--- src/design/bev_recipe_pkg.sv ---
package bev_recipe_pkg;

    localparam logic [11:0] cup_vol_s = 12'd480;
    localparam logic [11:0] cup_vol_m = 12'd720;
    localparam logic [11:0] cup_vol_l = 12'd960;

    localparam logic [11:0] ing_full_scale = 12'd4095;

    // Quarters of the cup from black tea, green tea, milk and pineapple
    typedef logic [0:3][2:0] recipe_t;

    localparam recipe_t recipe_quarters [8] = '{
        '{3'd4, 3'd0, 3'd0, 3'd0},  // black tea
        '{3'd3, 3'd0, 3'd1, 3'd0},  // milk tea
        '{3'd2, 3'd0, 3'd2, 3'd0},  // extra milk tea
        '{3'd0, 3'd4, 3'd0, 3'd0},  // green tea
        '{3'd0, 3'd2, 3'd2, 3'd0},  // green milk tea
        '{3'd0, 3'd0, 3'd0, 3'd4},  // pineapple juice
        '{3'd2, 3'd0, 3'd0, 3'd2},  // super pineapple tea
        '{3'd2, 3'd0, 3'd1, 3'd1}   // super pineapple milk tea
    };

endpackage

--- src/design/bev_types_pkg.sv ---
package bev_types_pkg;

    typedef enum logic [1:0] {make_drink, supply, check_date} action_t;

    typedef enum logic [2:0]
    {
        black_tea,
        milk_tea,
        extra_milk_tea,
        green_tea,
        green_milk_tea,
        pineapple_juice,
        super_pineapple_tea,
        super_pineapple_milk_tea
    } bev_type_t;

    typedef enum logic [1:0] {s, m, l} bev_size_t;

    typedef struct packed {
        logic [3:0] month;
        logic [4:0] day;
    } date_t;

    typedef logic [11:0] ing_amt_t;

    typedef struct packed {
        ing_amt_t black_tea;
        ing_amt_t green_tea;
        ing_amt_t milk;
        ing_amt_t pineapple;
        date_t    exp_date;
    } box_rec_t;

    typedef enum logic [1:0] {no_err, no_exp, no_ing, ing_of} err_msg_t;

    // Shared command bus, the strobe tells which field is valid
    typedef struct packed {
        logic [27:0] rsvd;
        action_t     act;
        bev_type_t   bev_type;
        bev_size_t   bev_size;
        date_t       date;
        logic [7:0]  box_no;
        ing_amt_t    ing;
    } cmd_data_t;

    typedef struct packed {
        logic [7:0] addr;
        logic       r_wb;
        logic       in_valid;
        box_rec_t   data_w;
    } dram_req_t;

    typedef struct packed {
        action_t   act;
        bev_type_t bev_type;
        bev_size_t bev_size;
        date_t     date;
    } box_cmd_t;

    // Black tea, green tea, milk, pineapple
    typedef ing_amt_t [0:3] supply_t;

    typedef enum logic [3:0]
    {
        ph_idle,
        ph_type,
        ph_size,
        ph_date,
        ph_box,
        ph_sup,
        ph_read,
        ph_apply,
        ph_decide,
        ph_write,
        ph_report
    } phase_t;

endpackage
--- src/design/bev_top.sv ---
module bev_top
#(
    parameter int box_no_w = 8
)
(
    input  logic                      clk,
    input  logic                      inf,
    input  logic                      sel_action_valid,
    input  logic                      type_valid,
    input  logic                      size_valid,
    input  logic                      date_valid,
    input  logic                      box_no_valid,
    input  logic                      box_sup_valid,
    input  bev_types_pkg::cmd_data_t  cmd,
    output logic                      out_valid,
    output bev_types_pkg::err_msg_t   err_msg,
    output logic                      complete,
    output bev_types_pkg::dram_req_t  dram_req,
    input  logic                      c_out_valid,
    input  bev_types_pkg::box_rec_t   c_data_r
);
    import bev_types_pkg::*;

    phase_t               phase;
    box_cmd_t             box_cmd;
    logic [box_no_w-1:0]  box_no;
    supply_t              supply;
    logic                 sup_done;
    logic                 rd_start;
    logic                 wr_start;
    logic                 apply;
    logic                 rd_done;
    logic                 wr_done;
    box_rec_t             rd_data;
    box_rec_t             rec;
    err_msg_t             err;

    bev_order_regs #(.box_no_w(box_no_w)) u_order_regs (
        .clk, .inf, .phase,
        .sel_action_valid, .type_valid, .size_valid,
        .date_valid, .box_no_valid, .box_sup_valid,
        .cmd, .box_cmd, .box_no, .supply, .sup_done
    );

    bev_ctrl u_ctrl (
        .clk, .inf,
        .sel_action_valid, .type_valid, .size_valid,
        .date_valid, .box_no_valid, .cmd,
        .sup_done, .rd_done, .wr_done, .box_cmd, .err,
        .phase, .rd_start, .wr_start, .apply,
        .out_valid, .err_msg, .complete
    );

    bev_dram_port #(.box_no_w(box_no_w)) u_dram_port (
        .clk, .inf, .rd_start, .wr_start, .box_no,
        .wr_rec(rec), .dram_req, .c_out_valid, .c_data_r,
        .rd_done, .wr_done, .rd_data
    );

    bev_box_update u_box_update (
        .clk, .inf, .rd_done, .rd_data, .apply,
        .box_cmd, .supply, .rec, .err
    );

endmodule

--- src/design/bev_box_update.sv ---
module bev_box_update
(
    input  logic                     clk,
    input  logic                     inf,
    input  logic                     rd_done,
    input  bev_types_pkg::box_rec_t  rd_data,
    input  logic                     apply,
    input  bev_types_pkg::box_cmd_t  box_cmd,
    input  bev_types_pkg::supply_t   supply,
    output bev_types_pkg::box_rec_t  rec,
    output bev_types_pkg::err_msg_t  err
);
    import bev_types_pkg::*;
    import bev_recipe_pkg::*;

    recipe_t          quarters;
    ing_amt_t         quarter_vol;
    ing_amt_t [0:3]   stock;
    ing_amt_t [0:3]   need;
    ing_amt_t [0:3]   used;
    ing_amt_t [0:3]   filled;
    logic [12:0]      diff [4];
    logic [12:0]      sum [4];
    logic             lacking;
    logic             overflow;
    logic             expired;
    box_rec_t         next_rec;
    err_msg_t         next_err;

    assign stock    = {rec.black_tea, rec.green_tea, rec.milk, rec.pineapple};
    assign quarters = recipe_quarters[box_cmd.bev_type];
    assign expired  = {rec.exp_date.month, rec.exp_date.day} <
                      {box_cmd.date.month, box_cmd.date.day};

    always_comb
    begin
        case (box_cmd.bev_size)
            s:       quarter_vol = cup_vol_s >> 2;
            m:       quarter_vol = cup_vol_m >> 2;
            default: quarter_vol = cup_vol_l >> 2;
        endcase
    end

    // Borrow out of bit 12 means the ingredient runs short
    always_comb
    begin
        lacking  = 1'b0;
        overflow = 1'b0;
        for (int i = 0; i < 4; i++)
        begin
            need[i] = 12'(quarters[i]) * quarter_vol;
            diff[i] = {1'b0, stock[i]} - {1'b0, need[i]};
            used[i] = diff[i][11:0];
            lacking = lacking | diff[i][12];
            sum[i]  = {1'b0, stock[i]} + {1'b0, supply[i]};
            if (sum[i] > {1'b0, ing_full_scale})
            begin
                filled[i] = ing_full_scale;
                overflow  = 1'b1;
            end
            else
            begin
                filled[i] = sum[i][11:0];
            end
        end
    end

    always_comb
    begin
        next_rec = rec;
        next_err = no_err;
        case (box_cmd.act)
            make_drink:
            begin
                if (expired)
                    next_err = no_exp;
                else if (lacking)
                    next_err = no_ing;
                else
                    {next_rec.black_tea, next_rec.green_tea, next_rec.milk,
                     next_rec.pineapple} = used;
            end
            check_date:
            begin
                if (expired)
                    next_err = no_exp;
            end
            default:
            begin
                // Supply refreshes the expiry date too
                {next_rec.black_tea, next_rec.green_tea, next_rec.milk,
                 next_rec.pineapple} = filled;
                next_rec.exp_date = box_cmd.date;
                if (overflow)
                    next_err = ing_of;
            end
        endcase
    end

    always_ff @(posedge clk or negedge inf)
    begin
        if (!inf)
            err <= no_err;
        else if (apply)
            err <= next_err;
    end

    always_ff @(posedge clk)
    begin
        if (rd_done)
            rec <= rd_data;
        else if (apply)
            rec <= next_rec;
    end

endmodule

--- src/design/bev_dram_port.sv ---
module bev_dram_port
#(
    parameter int box_no_w = 8
)
(
    input  logic                      clk,
    input  logic                      inf,
    input  logic                      rd_start,
    input  logic                      wr_start,
    input  logic [box_no_w-1:0]       box_no,
    input  bev_types_pkg::box_rec_t   wr_rec,
    output bev_types_pkg::dram_req_t  dram_req,
    input  logic                      c_out_valid,
    input  bev_types_pkg::box_rec_t   c_data_r,
    output logic                      rd_done,
    output logic                      wr_done,
    output bev_types_pkg::box_rec_t   rd_data
);
    import bev_types_pkg::*;

    logic [7:0] addr;
    logic       r_wb;
    logic       in_valid;
    logic       busy;
    box_rec_t   data_w;

    assign dram_req = '{addr: addr, r_wb: r_wb, in_valid: in_valid, data_w: data_w};

    always_ff @(posedge clk or negedge inf)
    begin
        if (!inf)
        begin
            addr     <= '0;
            r_wb     <= 1'b0;
            in_valid <= 1'b0;
            busy     <= 1'b0;
        end
        else
        begin
            in_valid <= 1'b0;
            if (rd_start || wr_start)
            begin
                addr     <= 8'(box_no);
                r_wb     <= rd_start;
                in_valid <= 1'b1;
                busy     <= 1'b1;
            end
            else if (busy && c_out_valid)
            begin
                addr <= '0;
                r_wb <= 1'b0;
                busy <= 1'b0;
            end
        end
    end

    always_ff @(posedge clk)
    begin
        if (wr_start)
            data_w <= wr_rec;
    end

    // Response kind follows the pending request
    assign rd_done = busy && c_out_valid && r_wb;
    assign wr_done = busy && c_out_valid && !r_wb;
    assign rd_data = c_data_r;

endmodule

--- src/design/bev_ctrl.sv ---
module bev_ctrl
(
    input  logic                      clk,
    input  logic                      inf,
    input  logic                      sel_action_valid,
    input  logic                      type_valid,
    input  logic                      size_valid,
    input  logic                      date_valid,
    input  logic                      box_no_valid,
    input  bev_types_pkg::cmd_data_t  cmd,
    input  logic                      sup_done,
    input  logic                      rd_done,
    input  logic                      wr_done,
    input  bev_types_pkg::box_cmd_t   box_cmd,
    input  bev_types_pkg::err_msg_t   err,
    output bev_types_pkg::phase_t     phase,
    output logic                      rd_start,
    output logic                      wr_start,
    output logic                      apply,
    output logic                      out_valid,
    output bev_types_pkg::err_msg_t   err_msg,
    output logic                      complete
);
    import bev_types_pkg::*;

    phase_t state;
    phase_t next_state;
    logic   need_wr;
    logic   report;

    // Supply always writes back, a drink only when it succeeded
    assign need_wr = box_cmd.act == supply || (box_cmd.act == make_drink && err == no_err);
    assign report  = (state == ph_decide && !need_wr) || state == ph_report;
    assign phase   = state;
    assign apply   = state == ph_apply;

    always_comb
    begin
        next_state = state;
        case (state)
            ph_idle:
            begin
                if (sel_action_valid && cmd.act == make_drink)
                    next_state = ph_type;
                else if (sel_action_valid && (cmd.act == supply || cmd.act == check_date))
                    next_state = ph_date;
            end
            ph_type:
                if (type_valid)
                    next_state = ph_size;
            ph_size:
                if (size_valid)
                    next_state = ph_date;
            ph_date:
                if (date_valid)
                    next_state = ph_box;
            ph_box:
                if (box_no_valid)
                    next_state = box_cmd.act == supply ? ph_sup : ph_read;
            ph_sup:
                if (sup_done)
                    next_state = ph_read;
            ph_read:
                if (rd_done)
                    next_state = ph_apply;
            ph_apply:
                next_state = ph_decide;
            ph_decide:
                next_state = need_wr ? ph_write : ph_idle;
            ph_write:
                if (wr_done)
                    next_state = ph_report;
            default:
                next_state = ph_idle;
        endcase
    end

    always_ff @(posedge clk or negedge inf)
    begin
        if (!inf)
        begin
            state     <= ph_idle;
            rd_start  <= 1'b0;
            wr_start  <= 1'b0;
            out_valid <= 1'b0;
            err_msg   <= no_err;
            complete  <= 1'b0;
        end
        else
        begin
            state     <= next_state;
            // Start pulses land in the first cycle of read and write
            rd_start  <= next_state == ph_read && state != ph_read;
            wr_start  <= next_state == ph_write && state != ph_write;
            out_valid <= report;
            err_msg   <= report ? err : no_err;
            complete  <= report && err == no_err;
        end
    end

endmodule

--- src/design/bev_order_regs.sv ---
module bev_order_regs
#(
    parameter int box_no_w = 8
)
(
    input  logic                       clk,
    input  logic                       inf,
    input  bev_types_pkg::phase_t      phase,
    input  logic                       sel_action_valid,
    input  logic                       type_valid,
    input  logic                       size_valid,
    input  logic                       date_valid,
    input  logic                       box_no_valid,
    input  logic                       box_sup_valid,
    input  bev_types_pkg::cmd_data_t   cmd,
    output bev_types_pkg::box_cmd_t    box_cmd,
    output logic [box_no_w-1:0]        box_no,
    output bev_types_pkg::supply_t     supply,
    output logic                       sup_done
);
    import bev_types_pkg::*;

    logic [1:0] sup_cnt;
    logic       sup_take;

    assign sup_take = phase == ph_sup && box_sup_valid;
    assign sup_done = sup_take && sup_cnt == 2'd3;

    always_ff @(posedge clk or negedge inf)
    begin
        if (!inf)
        begin
            box_cmd <= '0;
            box_no  <= '0;
            sup_cnt <= '0;
        end
        else
        begin
            case (phase)
                ph_idle:
                begin
                    sup_cnt <= '0;
                    if (sel_action_valid)
                        box_cmd.act <= cmd.act;
                end
                ph_type:
                    if (type_valid)
                        box_cmd.bev_type <= cmd.bev_type;
                ph_size:
                    if (size_valid)
                        box_cmd.bev_size <= cmd.bev_size;
                ph_date:
                    if (date_valid)
                        box_cmd.date <= cmd.date;
                ph_box:
                    if (box_no_valid)
                        box_no <= box_no_w'(cmd.box_no);
                ph_sup:
                    if (box_sup_valid)
                        sup_cnt <= sup_cnt + 2'd1;
                default:
                    ;
            endcase
        end
    end

    // Amounts arrive in ingredient order
    always_ff @(posedge clk)
    begin
        if (sup_take)
            supply[sup_cnt] <= cmd.ing;
    end

endmodule

--- config.mk ---
export PLATFORM = sky130hd
export DESIGN_NAME = bev_top
export DESIGN_NICKNAME = d
export VERILOG_FILES = /design/src/design/bev_recipe_pkg.sv /design/src/design/bev_types_pkg.sv /design/src/design/bev_top.sv /design/src/design/bev_box_update.sv /design/src/design/bev_dram_port.sv /design/src/design/bev_ctrl.sv /design/src/design/bev_order_regs.sv
export SDC_FILE = /design/constraint.sdc
export NUM_CORES = 1
export LEC_CHECK = 0
export ABC_AREA = 1
export CAP_MARGIN = 10
export CORE_ASPECT_RATIO = 0.8
export CORE_MARGIN = 2
export CORE_UTILIZATION = 66
export DETAILED_ROUTE_END_ITERATION = 6
export DONT_BUFFER_PORTS = 1
export GPL_ROUTABILITY_DRIVEN = 1
export PLACE_DENSITY = 0.85
export RECOVER_POWER = 50
export SETUP_SLACK_MARGIN = 0.3
export SYNTH_ARGS = -nofsm -noshare
export SYNTH_HDL_FRONTEND = slang
export SYNTH_SLANG_ARGS = --single-unit
--- constraint.sdc ---
create_clock -name clk -period 10.5 [get_ports clk]
set_input_delay 2.1 -clock clk [delete_from_list [all_inputs] [get_ports clk]]
set_output_delay 2.1 -clock clk [all_outputs]
set_load 0.02 [all_outputs]
==> results.json <==
{
  "clk_path_buf_depth": 3,
  "numPortBuffers": 0,
  "ys.flop_type": "edfxtp_1",
  "root_buffer": "clkbuf_16",
  "syn_avg_cell_area_um2": 8.25,
  "synth_top_area_share_pct": 34.7,
  "die_w_um": 167,
  "finalSetupTns_ps": 0,
  "clkTransAtPathRegs_ps": 70,
  "ys_types": 42,
  "intPower_mw": 2.39,
  "coreArea_um2": 20800,
  "ctsHoldBuffers": 0,
  "ys_ff_latch": 211,
  "die_height_um": 134,
  "synth_edf_count": 162,
  "routed-wl-met2_um": 16900,
  "wl_met3_um": 3650,
  "period_share_pct": 49.4,
  "area_delta_synth_final_pct": 7.94,
  "top_layer": "met4",
  "die-area_um2": 22400,
  "yosysSeqAreaShare_pct": 43.4,
  "globalplace.congestion": 0.962,
  "grt_overflow_total": 0,
  "synthArstFlopShare_pct": 23.2,
  "grt_pass1_vias": 11100,
  "clk_latency_ps": 530,
  "cellPowerDensity_nw_per_um2": 288,
  "fmax_ghz": 0.193,
  "startpoint_type": "flop",
  "grt_pass1_wl_um": 58400,
  "cpMostUsedCell": "nand2_1",
  "violations": "design-rule violations, max-capacitance violations, max-slew violations",
  "rows": 47,
  "cp.required_ps": 10660,
  "slowest_delay_ps": 540,
  "drc": 1,
  "grt_usage_pct": 33.1,
  "htreeDepth": 1,
  "synthTopCellsByCount": "468 x nand2_1, 218 x inv_1, 177 x nor2_1, 162 x edfxtp_1, 133 x nand3_1",
  "cts_buffers": 23,
  "outcome": "complete, but fails checks",
  "hold_viol_final": 0,
  "synth_area_um2": 14000,
  "clock-skew-final_ps": 12.3,
  "crit_fanout": 39,
  "drt-initial-drc-count": 1231,
  "path_cells": "inv_1, ha_1, inv_1, o21ai_0, inv_1, nor2_1, fa_1, ha_1, fa_1, nand3_1, nand2_1, nand2_1, nand2_1, a21oi_1, ha_1, nand2_1, nor2_1, nand3_1, nand3_1, nand2_1, nor2_1, nand3_1, a21oi_4, buf_4",
  "syn_inst": 1700,
  "post_drt_wl_per_cell_um": 18.7,
  "netSwitchingPower_mw": 1.96,
  "drt_wl_total_um": 37400,
  "viasPerCell": 5.92,
  "crit_type": "reg2reg",
  "post-route-min-period_ps": 5190,
  "hold_class": "reg2reg",
  "cts_setup_buffers": 0,
  "ctsResizeCount": 0,
  "cts_sinks": 211,
  "layout-drive-gt1-share_pct": 4.05,
  "p_seq_share_pct": 27.5,
  "dr_total_vias": 11800,
  "cp-end-kind": "flop",
  "tritoncts": "yes",
  "ys_top_cells_by_area": "edfxtp_1 35%, nand2_1 13%, ha_1 12%",
  "slowest_stage": "buf_4",
  "synth_warnings": 0,
  "first_pass_iters": 7,
  "worst_ep_arrival_time_ps": 5350,
  "tightest_slew_ps": 3490,
  "grt_setup_unrepaired": "no",
  "antenna_found_initial": 2,
  "setup_viol": 0,
  "io_pins": 201,
  "fillers": 1553,
  "synth_largest_area_cell": "edfxtp_1",
  "totalPowerFinal_mw": 4.36,
  "drv_slew": 89,
  "ant_nets": 0,
  "vdd_drop_max_mv": 0.251,
  "pwr-share-clk_pct": 19.5,
  "max-slew-margin-rel_pct": -132,
  "drt-met1-wl_um": 15400,
  "hpwlAfterDp_um": 27300,
  "synth_nets": 1978,
  "p_sw_share_pct": 45.1,
  "nNetsFinal": 1991,
  "maxCapViolations": 2,
  "combPwrFrac_pct": 53.0,
  "p_leak_nw": 7.16,
  "grt_max_degree": 61,
  "yosysMostFrequentCell": "nand2_1",
  "initial_core_util_pct": 67.5
}
layout make-up:
cell class	count	area, µm²	area share [%]
multi-input combinational	1243	7010	46.3
sequential	211	6090	40.3
inverter	223	838	5.54
clock buffer	31	636	4.20
tap	269	337	2.22
clock inverter	11	138	0.909
timing repair buffer	11	75.1	0.496
antenna	2	5.00	0.0331
layout by cell type, fill, tap and decap left out, types with 3 or more instances in the layout:
| master | Yosys | final |
|---|---|---|
| dfrtp_1 | 49 | 48 |
| a21oi_1 | 96 | 95 |
| nor2_1 | 177 | 176 |
| clkbuf_1 | 15 | 8 |
| ha_1 | 132 | 132 |
| bufinv_16 | 0 | 3 |
| a31oi_1 | 5 | 5 |
| a21o_1 | 8 | 8 |
| nand3_1 | 133 | 133 |
| fa_1 | 16 | 16 |
| clkbuf_8 | 0 | 3 |
| nand2_1 | 468 | 468 |
| or2_2 | 6 | 6 |
| xnor2_1 | 25 | 25 |
| o21ai_0 | 91 | 90 |
| nand4_1 | 12 | 12 |
| xor2_1 | 22 | 22 |
| nand2_2 | 4 | 4 |
| nand3b_1 | 4 | 4 |
| nor3_1 | 12 | 12 |
| inv_1 | 218 | 218 |
| o21ai_2 | 2 | 3 |
| buf_4 | 2 | 7 |
| inv_2 | 4 | 4 |
| clkbuf_16 | 0 | 23 |
| o21bai_1 | 7 | 7 |
| clkinv_1 | 0 | 3 |
| o211ai_1 | 7 | 7 |
| edfxtp_1 | 162 | 162 |
metrics by stage:
stage | area, µm² | setup slack [ps] | instances | hold WS (ps) | util, %
6_report | 15100 | 5310 | 2001 | 453 | 72.9
2_1_floorplan | 14000 | 4580 | 1700 | 427 | -
5_1_grt | 15100 | 4830 | 1999 | 463 | 72.9
4_1_cts | 15100 | 5290 | 1998 | 454 | 72.9
3_3_place_gp | 14400 | 5420 | 1956 | 431 | 69.2
3_5_place_dp | 14400 | 5300 | 1956 | 440 | 69.2
per-layer routing:
layer,GRT usage (%),vias up
met1,45.2,5495
met4,12.3,0
met2,52.2,588
li1,-,5652
met5,0,-
met3,7.64,109
cell families after synthesis:
family | after synthesis | synth area share (%)
adders and majority gates | 148 | 14.1
and+or+nand+nor | 823 | 24.1
xor gates and xnor gates | 47 | 2.94
DFF | 211 | 43.4
muxes | 1 | 0.0803
buffers and inverters | 246 | 6.69
AOI/OAI and AO/OA | 224 | 8.71
sequential cells by signal (all words and copies together), names as in the netlist, 4 cells and up:
signal,flops
u_box_update.rec,57
u_ctrl.phase,4
u_dram_port.addr,8
u_dram_port.dram_req,57
u_order_regs.box_cmd,16
u_order_regs.box_no,8
u_order_regs.supply,48
worst max-delay path: cells and delay by family (launching register included):
kind	cells	cell delay (ps)
flops	1	400
compound gates	3	680
buf+inv	4	860
simple gates	12	1270
fa+ha+maj	5	1590
power by group through the flow:
stage               Clock [mW]  Sequential [mW]  Combinational [mW]
floorplan                    0             1.18                1.75
global placement             0             1.21                2.16
detailed placement           0             1.21                2.25
CTS                      0.848             1.20                2.28
global route             0.885             1.21                2.62
finish                   0.849             1.20                2.31
worst paths after layout:
check                                         startpoint  slack [ps]  cells after the start                 endpoint
worst min register to register       u_box_update.rec[8]         450                      0  u_dram_port.dram_req[8]
worst min-delay path                 u_box_update.rec[8]         450                      0  u_dram_port.dram_req[8]
max in group asynchronous                            inf        9130                      0          u_ctrl.wr_start
worst max register to register  u_order_regs.box_cmd[12]        5310                     24     u_box_update.rec[42]
min in group asynchronous                            inf        1260                      0   u_order_regs.box_no[2]
worst max-delay path            u_order_regs.box_cmd[12]        5310                     24     u_box_update.rec[42]
Note: power is estimated with default switching activity, not from simulation.
